===== config.mk =====
export PLATFORM = sky130hd
export DESIGN_NAME = mem_axi_top
export DESIGN_NICKNAME = d
export VERILOG_FILES = /design/src/hw/mem_pkg.sv /design/src/hw/port_buffer.sv /design/src/hw/req_arbiter.sv /design/src/hw/axi_bridge.sv /design/src/hw/mem_axi_top.sv
export SDC_FILE = /design/constraint.sdc
export NUM_CORES = 1
export LEC_CHECK = 0
export BUFFER_PORTS_ARGS = -buffer_cell sky130_fd_sc_hd__buf_2
export CAP_MARGIN = 20
export CORE_MARGIN = 2
export CORE_UTILIZATION = 54
export DETAILED_ROUTE_END_ITERATION = 10
export PLACE_DENSITY_LB_ADDON = 0.05
export SLEW_MARGIN = 15
export SYNTH_ARGS = -nofsm -noshare
export SYNTH_HDL_FRONTEND = slang
export SYNTH_HIERARCHICAL = 1
export SYNTH_SLANG_ARGS = --single-unit
export TNS_END_PERCENT = 100

===== constraint.sdc =====
create_clock -name aclk -period 5.1 [get_ports aclk]
set_input_delay 1.02 -clock aclk [delete_from_list [all_inputs] [get_ports aclk]]
set_output_delay 1.02 -clock aclk [all_outputs]
set_load 0.05 [all_outputs]

===== src/hw/mem_pkg.sv =====
`default_nettype none

package mem_pkg;

    // port 0 is fetch and port 1 is load/store
    localparam int unsigned num_ports = 2;
    localparam int unsigned port_id_w = 1;

    // AXI id is wider than the port number so the upper bits stay zero
    localparam int unsigned axi_id_w = 4;

    localparam int unsigned addr_w = 32;
    localparam int unsigned data_w = 32;
    localparam int unsigned strb_w = data_w / 8;

    // anything but OKAY counts as an error
    localparam logic [1:0] axi_resp_okay = 2'b00;

    // single-word request from a port
    typedef struct packed {
        logic [addr_w-1:0] addr;
        logic [data_w-1:0] wdata;
        logic [strb_w-1:0] wstrb;
        logic              we;
    } mem_req_t;

    // one-word response back to a port
    typedef struct packed {
        logic [data_w-1:0] rdata;
        logic              err;
    } mem_rsp_t;

    // request with the port that issued it
    typedef struct packed {
        logic [port_id_w-1:0] port;
        mem_req_t             req;
    } tagged_req_t;

endpackage

`default_nettype wire


===== src/hw/port_buffer.sv =====
`timescale 1ns/1ps
`default_nettype none

module port_buffer import mem_pkg::*; (
    input  wire logic aclk,
    input  wire logic rst_n,
    input  wire mem_req_t req,
    input  wire logic req_valid,
    output logic req_ready,
    output mem_req_t buf_req,
    output logic buf_valid,
    input  wire logic buf_ready
);

    mem_req_t   mem_q [2];
    logic       wr_ptr_q;
    logic       rd_ptr_q;
    logic [1:0] count_q;
    logic       ready_en_q;
    logic       push;
    logic       pop;

    // held off for one cycle after reset
    assign req_ready = ready_en_q && (count_q != 2'd2);
    assign buf_valid = (count_q != 2'd0);
    assign buf_req   = mem_q[rd_ptr_q];

    assign push = req_valid && req_ready;
    assign pop  = buf_valid && buf_ready;

    always_ff @(posedge aclk) begin
        if (!rst_n) begin
            wr_ptr_q   <= 1'b0;
            rd_ptr_q   <= 1'b0;
            count_q    <= 2'd0;
            ready_en_q <= 1'b0;
        end else begin
            ready_en_q <= 1'b1;
            if (push) begin
                wr_ptr_q <= ~wr_ptr_q;
            end
            if (pop) begin
                rd_ptr_q <= ~rd_ptr_q;
            end
            case ({push, pop})
                2'b10:   count_q <= count_q + 2'd1;
                2'b01:   count_q <= count_q - 2'd1;
                default: ;
            endcase
        end
    end

    always_ff @(posedge aclk) begin
        if (push) begin
            mem_q[wr_ptr_q] <= req;
        end
    end

    // pointers meet only when empty or full
    a_ptr_count: assert property (
        @(posedge aclk) disable iff (!rst_n)
        count_q <= 2'd2 && ((wr_ptr_q != rd_ptr_q) == (count_q == 2'd1))
    );

    // head holds until the arbiter takes it
    a_head_stable: assert property (
        @(posedge aclk) disable iff (!rst_n)
        buf_valid && !buf_ready |=> buf_valid && $stable(buf_req)
    );

endmodule

`default_nettype wire


===== src/hw/req_arbiter.sv =====
`timescale 1ns/1ps
`default_nettype none

module req_arbiter import mem_pkg::*; (
    input  wire logic aclk,
    input  wire logic rst_n,
    input  wire mem_req_t buf_req [num_ports],
    input  wire logic [num_ports-1:0] buf_valid,
    output logic [num_ports-1:0] buf_ready,
    output tagged_req_t treq,
    output logic treq_valid,
    input  wire logic treq_ready
);

    logic [port_id_w-1:0] ptr_q;
    logic [port_id_w-1:0] lock_port_q;
    logic                 locked_q;
    logic [port_id_w-1:0] pick;
    logic                 found;
    logic [port_id_w-1:0] grant;

    // first valid port at or after the pointer
    always_comb begin
        int unsigned idx;
        found = 1'b0;
        pick  = ptr_q;
        for (int unsigned i = 0; i < num_ports; i++) begin
            idx = (int'(ptr_q) + i) % num_ports;
            if (!found && buf_valid[idx]) begin
                found = 1'b1;
                pick  = port_id_w'(idx);
            end
        end
    end

    assign grant      = locked_q ? lock_port_q : pick;
    assign treq_valid = locked_q ? buf_valid[lock_port_q] : found;
    assign treq.port  = grant;
    assign treq.req   = buf_req[grant];

    always_comb begin
        buf_ready = '0;
        buf_ready[grant] = treq_valid && treq_ready;
    end

    always_ff @(posedge aclk) begin
        if (!rst_n) begin
            ptr_q       <= '0;
            lock_port_q <= '0;
            locked_q    <= 1'b0;
        end else if (treq_valid && treq_ready) begin
            locked_q <= 1'b0;
            // move priority past the winner
            if (grant == port_id_w'(num_ports - 1)) begin
                ptr_q <= '0;
            end else begin
                ptr_q <= grant + 1'b1;
            end
        end else if (treq_valid) begin
            locked_q    <= 1'b1;
            lock_port_q <= grant;
        end
    end

    // a stalled offer keeps its port and payload
    a_grant_held: assert property (
        @(posedge aclk) disable iff (!rst_n)
        treq_valid && !treq_ready |=> treq_valid && $stable(treq)
    );

endmodule

`default_nettype wire


===== src/hw/axi_bridge.sv =====
`timescale 1ns/1ps
`default_nettype none

module axi_bridge import mem_pkg::*; (
    input  wire logic aclk,
    input  wire logic rst_n,
    input  wire tagged_req_t treq,
    input  wire logic treq_valid,
    output logic treq_ready,
    // read address
    output logic [axi_id_w-1:0] arid,
    output logic [addr_w-1:0] araddr,
    output logic arvalid,
    input  wire logic arready,
    // read data
    input  wire logic [axi_id_w-1:0] rid,
    input  wire logic [data_w-1:0] rdata,
    input  wire logic [1:0] rresp,
    input  wire logic rvalid,
    output logic rready,
    // write address
    output logic [axi_id_w-1:0] awid,
    output logic [addr_w-1:0] awaddr,
    output logic awvalid,
    input  wire logic awready,
    // write data
    output logic [data_w-1:0] wdata,
    output logic [strb_w-1:0] wstrb,
    output logic wvalid,
    input  wire logic wready,
    // write response
    input  wire logic [axi_id_w-1:0] bid,
    input  wire logic [1:0] bresp,
    input  wire logic bvalid,
    output logic bready,
    // responses to the ports
    output mem_rsp_t rsp [num_ports],
    output logic [num_ports-1:0] rsp_valid,
    input  wire logic [num_ports-1:0] rsp_ready
);

    typedef enum logic [2:0] {
        st_idle,
        st_ar,
        st_aw,
        st_r,
        st_b,
        st_ret
    } state_e;

    state_e               state_q;
    mem_req_t             req_q;
    logic [port_id_w-1:0] id_q;
    mem_rsp_t             rsp_q;
    logic                 aw_done_q;
    logic                 w_done_q;
    logic                 aw_done;
    logic                 w_done;

    assign treq_ready = (state_q == st_idle);

    assign arid    = axi_id_w'(id_q);
    assign araddr  = req_q.addr;
    assign arvalid = (state_q == st_ar);

    assign awid    = axi_id_w'(id_q);
    assign awaddr  = req_q.addr;
    assign awvalid = (state_q == st_aw) && !aw_done_q;
    assign wdata   = req_q.wdata;
    assign wstrb   = req_q.wstrb;
    assign wvalid  = (state_q == st_aw) && !w_done_q;

    // only take the AXI response once the port can take ours
    assign rready = (state_q == st_r) && rsp_ready[id_q];
    assign bready = (state_q == st_b) && rsp_ready[id_q];

    assign aw_done = aw_done_q || awready;
    assign w_done  = w_done_q || wready;

    always_comb begin
        for (int unsigned p = 0; p < num_ports; p++) begin
            rsp_valid[p] = (state_q == st_ret) && (id_q == port_id_w'(p));
            rsp[p]       = (id_q == port_id_w'(p)) ? rsp_q : '0;
        end
    end

    always_ff @(posedge aclk) begin
        if (!rst_n) begin
            state_q   <= st_idle;
            aw_done_q <= 1'b0;
            w_done_q  <= 1'b0;
        end else begin
            case (state_q)
                st_idle: begin
                    aw_done_q <= 1'b0;
                    w_done_q  <= 1'b0;
                    if (treq_valid) begin
                        state_q <= treq.req.we ? st_aw : st_ar;
                    end
                end
                st_ar: begin
                    if (arready) begin
                        state_q <= st_r;
                    end
                end
                st_aw: begin
                    // address and data may complete in either order
                    if (aw_done && w_done) begin
                        state_q <= st_b;
                    end else begin
                        aw_done_q <= aw_done;
                        w_done_q  <= w_done;
                    end
                end
                st_r: begin
                    if (rvalid && rready) begin
                        state_q <= st_ret;
                    end
                end
                st_b: begin
                    if (bvalid && bready) begin
                        state_q <= st_ret;
                    end
                end
                st_ret: begin
                    if (rsp_ready[id_q]) begin
                        state_q <= st_idle;
                    end
                end
                default: state_q <= st_idle;
            endcase
        end
    end

    always_ff @(posedge aclk) begin
        if (treq_valid && treq_ready) begin
            req_q <= treq.req;
            id_q  <= treq.port;
        end
        if (rvalid && rready) begin
            rsp_q.rdata <= rdata;
            rsp_q.err   <= (rresp != axi_resp_okay);
        end else if (bvalid && bready) begin
            rsp_q.rdata <= '0;
            rsp_q.err   <= (bresp != axi_resp_okay);
        end
    end

    // slave must answer with the id it was given
    a_rid_match: assert property (
        @(posedge aclk) disable iff (!rst_n)
        rvalid && rready |-> rid == axi_id_w'(id_q)
    );

    a_bid_match: assert property (
        @(posedge aclk) disable iff (!rst_n)
        bvalid && bready |-> bid == axi_id_w'(id_q)
    );

endmodule

`default_nettype wire


===== src/hw/mem_axi_top.sv =====
`timescale 1ns/1ps
`default_nettype none

module mem_axi_top import mem_pkg::*; (
    input  wire logic aclk,
    input  wire logic rst_n,
    // requester ports
    input  wire mem_req_t req [num_ports],
    input  wire logic [num_ports-1:0] req_valid,
    output logic [num_ports-1:0] req_ready,
    output mem_rsp_t rsp [num_ports],
    output logic [num_ports-1:0] rsp_valid,
    input  wire logic [num_ports-1:0] rsp_ready,
    // AXI master
    output logic [axi_id_w-1:0] arid,
    output logic [addr_w-1:0] araddr,
    output logic arvalid,
    input  wire logic arready,
    input  wire logic [axi_id_w-1:0] rid,
    input  wire logic [data_w-1:0] rdata,
    input  wire logic [1:0] rresp,
    input  wire logic rvalid,
    output logic rready,
    output logic [axi_id_w-1:0] awid,
    output logic [addr_w-1:0] awaddr,
    output logic awvalid,
    input  wire logic awready,
    output logic [data_w-1:0] wdata,
    output logic [strb_w-1:0] wstrb,
    output logic wvalid,
    input  wire logic wready,
    input  wire logic [axi_id_w-1:0] bid,
    input  wire logic [1:0] bresp,
    input  wire logic bvalid,
    output logic bready
);

    mem_req_t             buf_req [num_ports];
    logic [num_ports-1:0] buf_valid;
    logic [num_ports-1:0] buf_ready;
    tagged_req_t          treq;
    logic                 treq_valid;
    logic                 treq_ready;

    // one request buffer per port
    for (genvar p = 0; p < num_ports; p++) begin : g_port
        port_buffer i_port_buffer (
            .aclk      (aclk),
            .rst_n     (rst_n),
            .req       (req[p]),
            .req_valid (req_valid[p]),
            .req_ready (req_ready[p]),
            .buf_req   (buf_req[p]),
            .buf_valid (buf_valid[p]),
            .buf_ready (buf_ready[p])
        );
    end

    req_arbiter i_req_arbiter (
        .aclk       (aclk),
        .rst_n      (rst_n),
        .buf_req    (buf_req),
        .buf_valid  (buf_valid),
        .buf_ready  (buf_ready),
        .treq       (treq),
        .treq_valid (treq_valid),
        .treq_ready (treq_ready)
    );

    axi_bridge i_axi_bridge (
        .aclk       (aclk),
        .rst_n      (rst_n),
        .treq       (treq),
        .treq_valid (treq_valid),
        .treq_ready (treq_ready),
        .arid       (arid),
        .araddr     (araddr),
        .arvalid    (arvalid),
        .arready    (arready),
        .rid        (rid),
        .rdata      (rdata),
        .rresp      (rresp),
        .rvalid     (rvalid),
        .rready     (rready),
        .awid       (awid),
        .awaddr     (awaddr),
        .awvalid    (awvalid),
        .awready    (awready),
        .wdata      (wdata),
        .wstrb      (wstrb),
        .wvalid     (wvalid),
        .wready     (wready),
        .bid        (bid),
        .bresp      (bresp),
        .bvalid     (bvalid),
        .bready     (bready),
        .rsp        (rsp),
        .rsp_valid  (rsp_valid),
        .rsp_ready  (rsp_ready)
    );

endmodule

`default_nettype wire


==> summary.txt, run 1 <==
Status
  • Status: completed

Logic synthesis
  • Yosys cell types: between 40 and 50
  • Post-synth EDFFs: 378
  • Area share of the largest cell type after synthesis: between 70% and 80%
  • Most common flop cell mapped by yosys: edfxtp_1
  • Synth top area cells: edfxtp_1 70%, mux2_2 13%, and2_1 2.8%, dfxtp_1 2.5%, buf_4 2.0%
  • Synthesized area: 16100 um2
  • Yosys top cell by area: edfxtp_1
  • Syn Inst Count: 897
  • #FFs+latches synth: between 300 and 400
  • Register area share after synthesis: 73.0%
  • Ys Warns: 6
  • Ys async rst share: 0%
  • Synthesized area per cell: 18.0 um2

Critical path
  • Top delay family on crit path: flip-flops
  • CP Cell Sequence: buf_4, mux2i_2, nor3_1, buf_2
  • Worst EP arrival: roughly 2300 ps
  • Worst Path Buf+Inv: 2
  • CP max stage delay: 720 ps
  • Startpoint class of the critical path: register
  • CP max stage cell: edfxtp_1
  • Critical Path Fanout Max: 22
  • Crit Path Class: register to output pin
  • CP Capture Type: output pin
  • Req. time, crit path: 4080 ps

Clocking
  • Postcts setup bufs: 0
  • Clk buf depth: 3
  • Clock-pin slew on the worst setup and hold paths: 60 ps
  • # hold bufs at CTS: 0
  • Number of buffers created by CTS: a little over 40
  • H-tree depth: 2
  • Worst-Skew Late Latency: about 520 ps
  • CTS sink cnt: 398
  • Post-CTS Resized: 0
  • CTS tree: built
  • Root buf cell: clkbuf_16

Floorplan
  • Die H: about 180 um
  • Die area: between 30000 and 40000 um2
  • Initial Util: 54.6%
  • Row cnt: 63
  • I/O Pins: between 300 and 400
  • Die width: 177 um
  • Core Area: ~30000 um2

Route
  • Met3 WL: 2.58 mm
  • Routed WL: 32.5 mm
  • Detailed Route Iter0 Violations: 412
  • Met1 Routed Length: approximately 13 mm
  • Met2 wire length: 16.5 mm
  • Top sig layer: met5
  • Vias per std cell: 5.10
  • Iteration count of the initial detailed-routing pass: 5
  • WL per Instance: 19.4 um
  • Vias post-DR: 8554
  • DRC viols: 0
  • Final ANT Viol Nets: 0

Cells and area
  • Layout area overhead: 21.0%
  • Final #Nets: 1437
  • # fillers: 2123
  • Final Non-Filler Cells: 1678
  • FF/Latch Area: 11800 um2
  • Share of layout cells above drive strength 1: slightly above 50%
  • Multi-input gate area: 3820 um2

GRT
  • Overflow after GRT: 0
  • First-pass GRT wire length: around 48 mm
  • Largest net degree at the start of global routing: 70
  • GRT Util Overall: 20.4%
  • Vias in the first global route: 8687
  • Antenna violations before repair: 16

STA
  • Setup repair after global routing missed its margin: no
  • Fin Clk Skew: 17.4 ps
  • Final setup TNS: 0 ps
  • Pins over their slew limit: 0
  • Final min period: 3330 ps
  • Final setup violation count: 0
  • Worst Max-Slew Pin Slew: 1090 ps
  • FMAX: 0.301 GHz
  • Slew HR: 27.0%
  • Final hold violations: 0
  • Final period util: 65.2%

Place
  • HPWL after detailed placement: approximately 20 mm
  • # placed instances: roughly 1600
  • Input/output buffers: 361
  • Gpl congestion: 0.786

Power
  • Pwr dens: 602 nW/um2
  • VDD IR max: 0.379 mV
  • Static Leak: 7.31 nW

Hold path
  • Worst hold path class: register to register

Run
  • Max Cap Viol: 0
worst min-delay path: cells and delay by family, from the launching register on:
family | cells | cell delay (ps)
DFF | 1 | 320
AOI/OAI and AO/OA | 1 | 60
and+or+nand+nor | 1 | 50
kinds of logic after synthesis:
family / synth area share, %
AO/OA/AOI/OAI: 1.47
XOR/XNOR: 0.326
adder cells (fa/ha/maj): 0.155
buffers and inverters: 3.55
flip-flops: 73.0
multiplexers: 15.4
other: 0.0233
AND/OR/NAND/NOR: 6.06
metrics by stage:
step | util (%) | setup slack (ps) | total power, mW | area (um2) | hold WS, ps
after floorplan | - | 557 | 7.98 | 16100 | 455
after global placement | 61.1 | 2080 | 8.69 | 18000 | 474
after detailed placement | 61.1 | 2090 | 8.72 | 18000 | 488
after CTS | 66.0 | 1770 | 11.8 | 19400 | 496
after global routing | 66.0 | 1600 | 12.2 | 19500 | 536
final | 66.1 | 1770 | 11.7 | 19500 | 489
cells in the final DEF (no fill, tap or decap), drive strengths merged, types with 4 or more instances in the layout:
cell type  count
edfxtp       378
nand2         14
bufinv         7
o21ai          4
diode         13
nor2          11
buf          375
nor3           6
conb           6
nand2b         6
mux2i          6
a21boi         6
dfxtp         20
nor2b         37
and2          71
xnor2          6
nor3b          4
inv            6
mux2         208
o21a           4
a21oi          8
clkinv        13
clkbuf        52
report_power, final:
group	internal (mW)	total [mW]	leakage, nW	switching [mW]
Combinational	1.17	4.19	2.95	3.02
Clock	1.93	3.11	0.698	1.18
Sequential	4.19	4.43	3.66	0.239
routing by layer:
layer,track usage (%),vias to the layer above
li1,-,4039
met1,24.0,4172
met2,36.2,276
met3,6.25,59
met4,5.99,8
met5,0,-
synth_stat cells, types with 6 or more instances:
master	count
nand2_1	14
nor2_1	11
a21oi_1	6
mux2_2	180
mux2_4	21
xnor2_1	6
buf_6	11
edfxtp_1	378
buf_2	12
clkbuf_1	8
nand2b_1	6
dfxtp_1	20
mux2_1	7
nor2b_1	37
and2_1	71
buf_4	43
nor3_1	6
final timing paths:
check                                                        start                     end  slack (ps)  cells after the start
worst max register to register  g_port[0].i_port_buffer/count_q[0]  i_axi_bridge/araddr[4]        2300                      5
worst min register to register              i_axi_bridge/aw_done_q  i_axi_bridge/aw_done_q         490                      2
worst min-delay path                        i_axi_bridge/aw_done_q  i_axi_bridge/aw_done_q         490                      2
worst max-delay path                             i_axi_bridge/id_q                  bready        1770                      4
registers in the layout, indices dropped and copies added, names as in the netlist, 3 cells and up, named ones only:
name	count
g_port.i_port_buffer/count_q	4
i_axi_bridge/wstrb	4
i_axi_bridge/wdata	32
g_port.i_port_buffer/mem_q	276
i_axi_bridge/rsp_q	33
i_axi_bridge/state_q	3
i_axi_bridge/araddr	32
layout make-up:
class	instances	area share [%]
timing repair buffer	375	9.88
clock inverter	24	1.56
tap	390	2.51
antenna	13	0.167
sequential	398	60.4
clock buffer	52	5.80
multi-input combinational	422	19.6
inverter	4	0.0771
Power figures use the tool's default switching activity.
==> run 2: changes to the inputs <==
CORE_UTILIZATION = 49   (was 54)
clock period = 2.9 ns   (was 5.1 ns; I/O delays follow)
==> summary.txt, run 2 (synthesized netlist as in run 1, its figures left out) <==
Status
  • Status: completed

Floorplan
  • Core Area: 32500 um2 (+10%)
  • Die H: 185 um (+4.9%)
  • Die width: 185 um (+4.9%)
  • Die area: 34300 um2 (+10%)
  • Initial Util: 49.6% (-5.0 points)
  • Row cnt: 66 (+4.8%)
  • I/O Pins: 376 (unchanged)

Cells and area
  • Share of layout cells above drive strength 1: 51.1% (-0.28 points)
  • Most frequent cells in the layout: 378 x edfxtp_1, 361 x buf_2, 180 x mux2_2, 70 x and2_1, 43 x clkbuf_16
  • Final Non-Filler Cells: 1732 (+3.2%)
  • Final instance area: 19500 um2 (about the same)
  • Top flop regs: g_port.i_port_buffer/mem_q: 276 flops, i_axi_bridge/rsp_q: 33 flops
  • Reg with most FFs: g_port.i_port_buffer/mem_q
  • Layout area overhead: 20.9% (about the same)
  • Max reg flops: 276 (unchanged)
  • Final #Nets: 1445 (+0.56%)
  • Commonest non-fill, non-tap cell in the layout: edfxtp_1

Route
  • Met3 WL: 2.76 mm (+6.9%)
  • Detailed Route Iter0 Violations: 387 (-6.1%)
  • Met2 wire length: 16.9 mm (+2.3%)
  • Vias post-DR: 8559 (+0.058%)
  • Top sig layer: met5
  • Routed WL: 33.6 mm (+3.3%)
  • WL per Instance: 19.4 um (+0.12%)
  • Vias per std cell: 4.94 (-3.1%)
  • Final ANT Viol Nets: 0 (unchanged)
  • DRC viols: 0 (unchanged)
  • Iteration count of the initial detailed-routing pass: 5 (unchanged)
  • Met1 Routed Length: 13.2 mm (+4.3%)

Clocking
  • Clk buf depth: 3 (unchanged)
  • CTS sink cnt: 398 (unchanged)
  • Root buf cell: clkbuf_16
  • Postcts setup bufs: 0 (unchanged)
  • Worst-Skew Late Latency: 530 ps (about the same)
  • Number of buffers created by CTS: 41 (unchanged)
  • H-tree depth: 2 (unchanged)
  • Post-CTS Resized: 0 (unchanged)
  • CTS tree: built
  • Clock-pin slew on the worst setup and hold paths: 60 ps (about the same)
  • # hold bufs at CTS: 0 (unchanged)

STA
  • Setup repair after global routing missed its margin: no
  • Final setup violation count: 0 (unchanged)
  • Worst hold-check slack: 241 ps (-248 ps)
  • Worst Max-Slew Pin Slew: 645 ps (-450 ps)
  • Fin Clk Skew: 17.7 ps (+0.314 ps)
  • FMAX: 0.419 GHz
  • Final hold violations: 0 (unchanged)
  • Pins over their slew limit: 0 (unchanged)
  • Final period util: 82.2%
  • Final min period: around 2400 ps
  • Slew HR: 57.0% (+30 points)

GRT
  • Largest net degree at the start of global routing: 46 (-34%)
  • GRT Util Overall: 19.2% (-1.3 points)
  • Antenna violations before repair: 14 (-2)
  • Overflow after GRT: 0 (unchanged)
  • Vias in the first global route: 8728 (+0.47%)
  • First-pass GRT wire length: 49.0 mm (+2.4%)

Power
  • Internal: 12.2 mW (+68%)
  • Psw: 7.81 mW (+76%)
  • Gate power share: 37.7% (+2.0 points)
  • Reg power frac: 38.5% (+0.8 points)
  • Static Leak: 7.27 nW (-0.52%)
  • VDD IR max: 0.688 mV (+82%)
  • Design Power: 20.0 mW (+71%)
  • Pwr dens: 1030 nW/um2 (+71%)
  • Sw Ratio: 39.0% (+1.1 points)
  • Clock power share: 23.8% (-2.7 points)

Critical path
  • Crit Path Class: register to output pin
  • CP Capture Type: output pin
  • Reg2reg setup slack: 610 ps (-1690 ps)
  • Startpoint class of the critical path: register
  • Worst EP arrival: 1810 ps (-500 ps)
  • Req. time, crit path: 2320 ps (-1760 ps)
  • Critical Path Fanout Max: 13 (-41%)
  • R2r worst-path depth: 5 (unchanged)

Hold path
  • Worst hold path class: primary input to register
  • Hold path depth: 1 (-1)

Place
  • Placed Area: 18200 um2 (+1.2%)
  • Gpl congestion: 0.760 (-3.3%)
  • HPWL after detailed placement: 21.5 mm (+4.9%)
  • # placed instances: 1649 (+3.8%)
  • Input/output buffers: 361 (unchanged)

Run
  • Max Cap Viol: 0 (unchanged)
[run 2: cell count changes in the layout (fill, tap and decap cells not counted), moves of 2 or more]
cell,before,now
bufinv_16,7,0
clkbuf_1,7,14
buf_12,1,8
clkinvlp_4,2,0
[run 2: worst paths after layout]
path | startpoint | endpoint
worst max-delay path | i_axi_bridge/state_q[0] | rready
worst min-delay path | req[99] | g_port[0].i_port_buffer/mem_q[1][30]
worst max register to register | g_port[0].i_port_buffer/count_q[1] | i_axi_bridge/araddr[9]
worst min register to register | i_axi_bridge/aw_done_q | i_axi_bridge/aw_done_q
[run 2: metrics by stage]
step           TNS (ps)  util (%)  setup slack (ps)
6_report              0      60.0               515
5_1_grt               0      59.9               388
4_1_cts               0      59.9               492
3_5_place_dp          0      56.2               600
3_3_place_gp          0      56.2               632
2_1_floorplan     -7460         -             -54.1
[run 2: area by class of cell]
cell class | count | area (um2)
fillers | 2545 | 13000
flip-flops and latches | 398 | 11800
multi-input cells | 422 | 3830
repair buffers | 383 | 2070
clock buffers | 58 | 1140
well taps | 442 | 553
clock inverters | 13 | 62.6
diodes | 12 | 30.0
inverters | 4 | 15.0
[run 2: worst max-delay path: stages (launching register included)]
cell and delay (ps):
dfxtp_1 610, nand3b_1 240, nor2_1 150, buf_2 280
[run 2: layer usage]
layer | vias up | track usage (%)
met1 | 4184 | 22.4
li1 | 4036 | -
met4 | 8 | 6.60
met2 | 276 | 33.7
met5 | - | 0
met3 | 55 | 5.51
[run 2: power groups by stage]
stage / Combinational, mW / Sequential, mW / Clock (mW)
CTS: 7.64 / 7.72 / 4.89
detailed placement: 7.62 / 7.83 / 0
floorplan: 4.58 / 9.43 / 0
finish: 7.56 / 7.71 / 4.76
global route: 7.93 / 7.80 / 5.11
global placement: 7.58 / 7.82 / 0
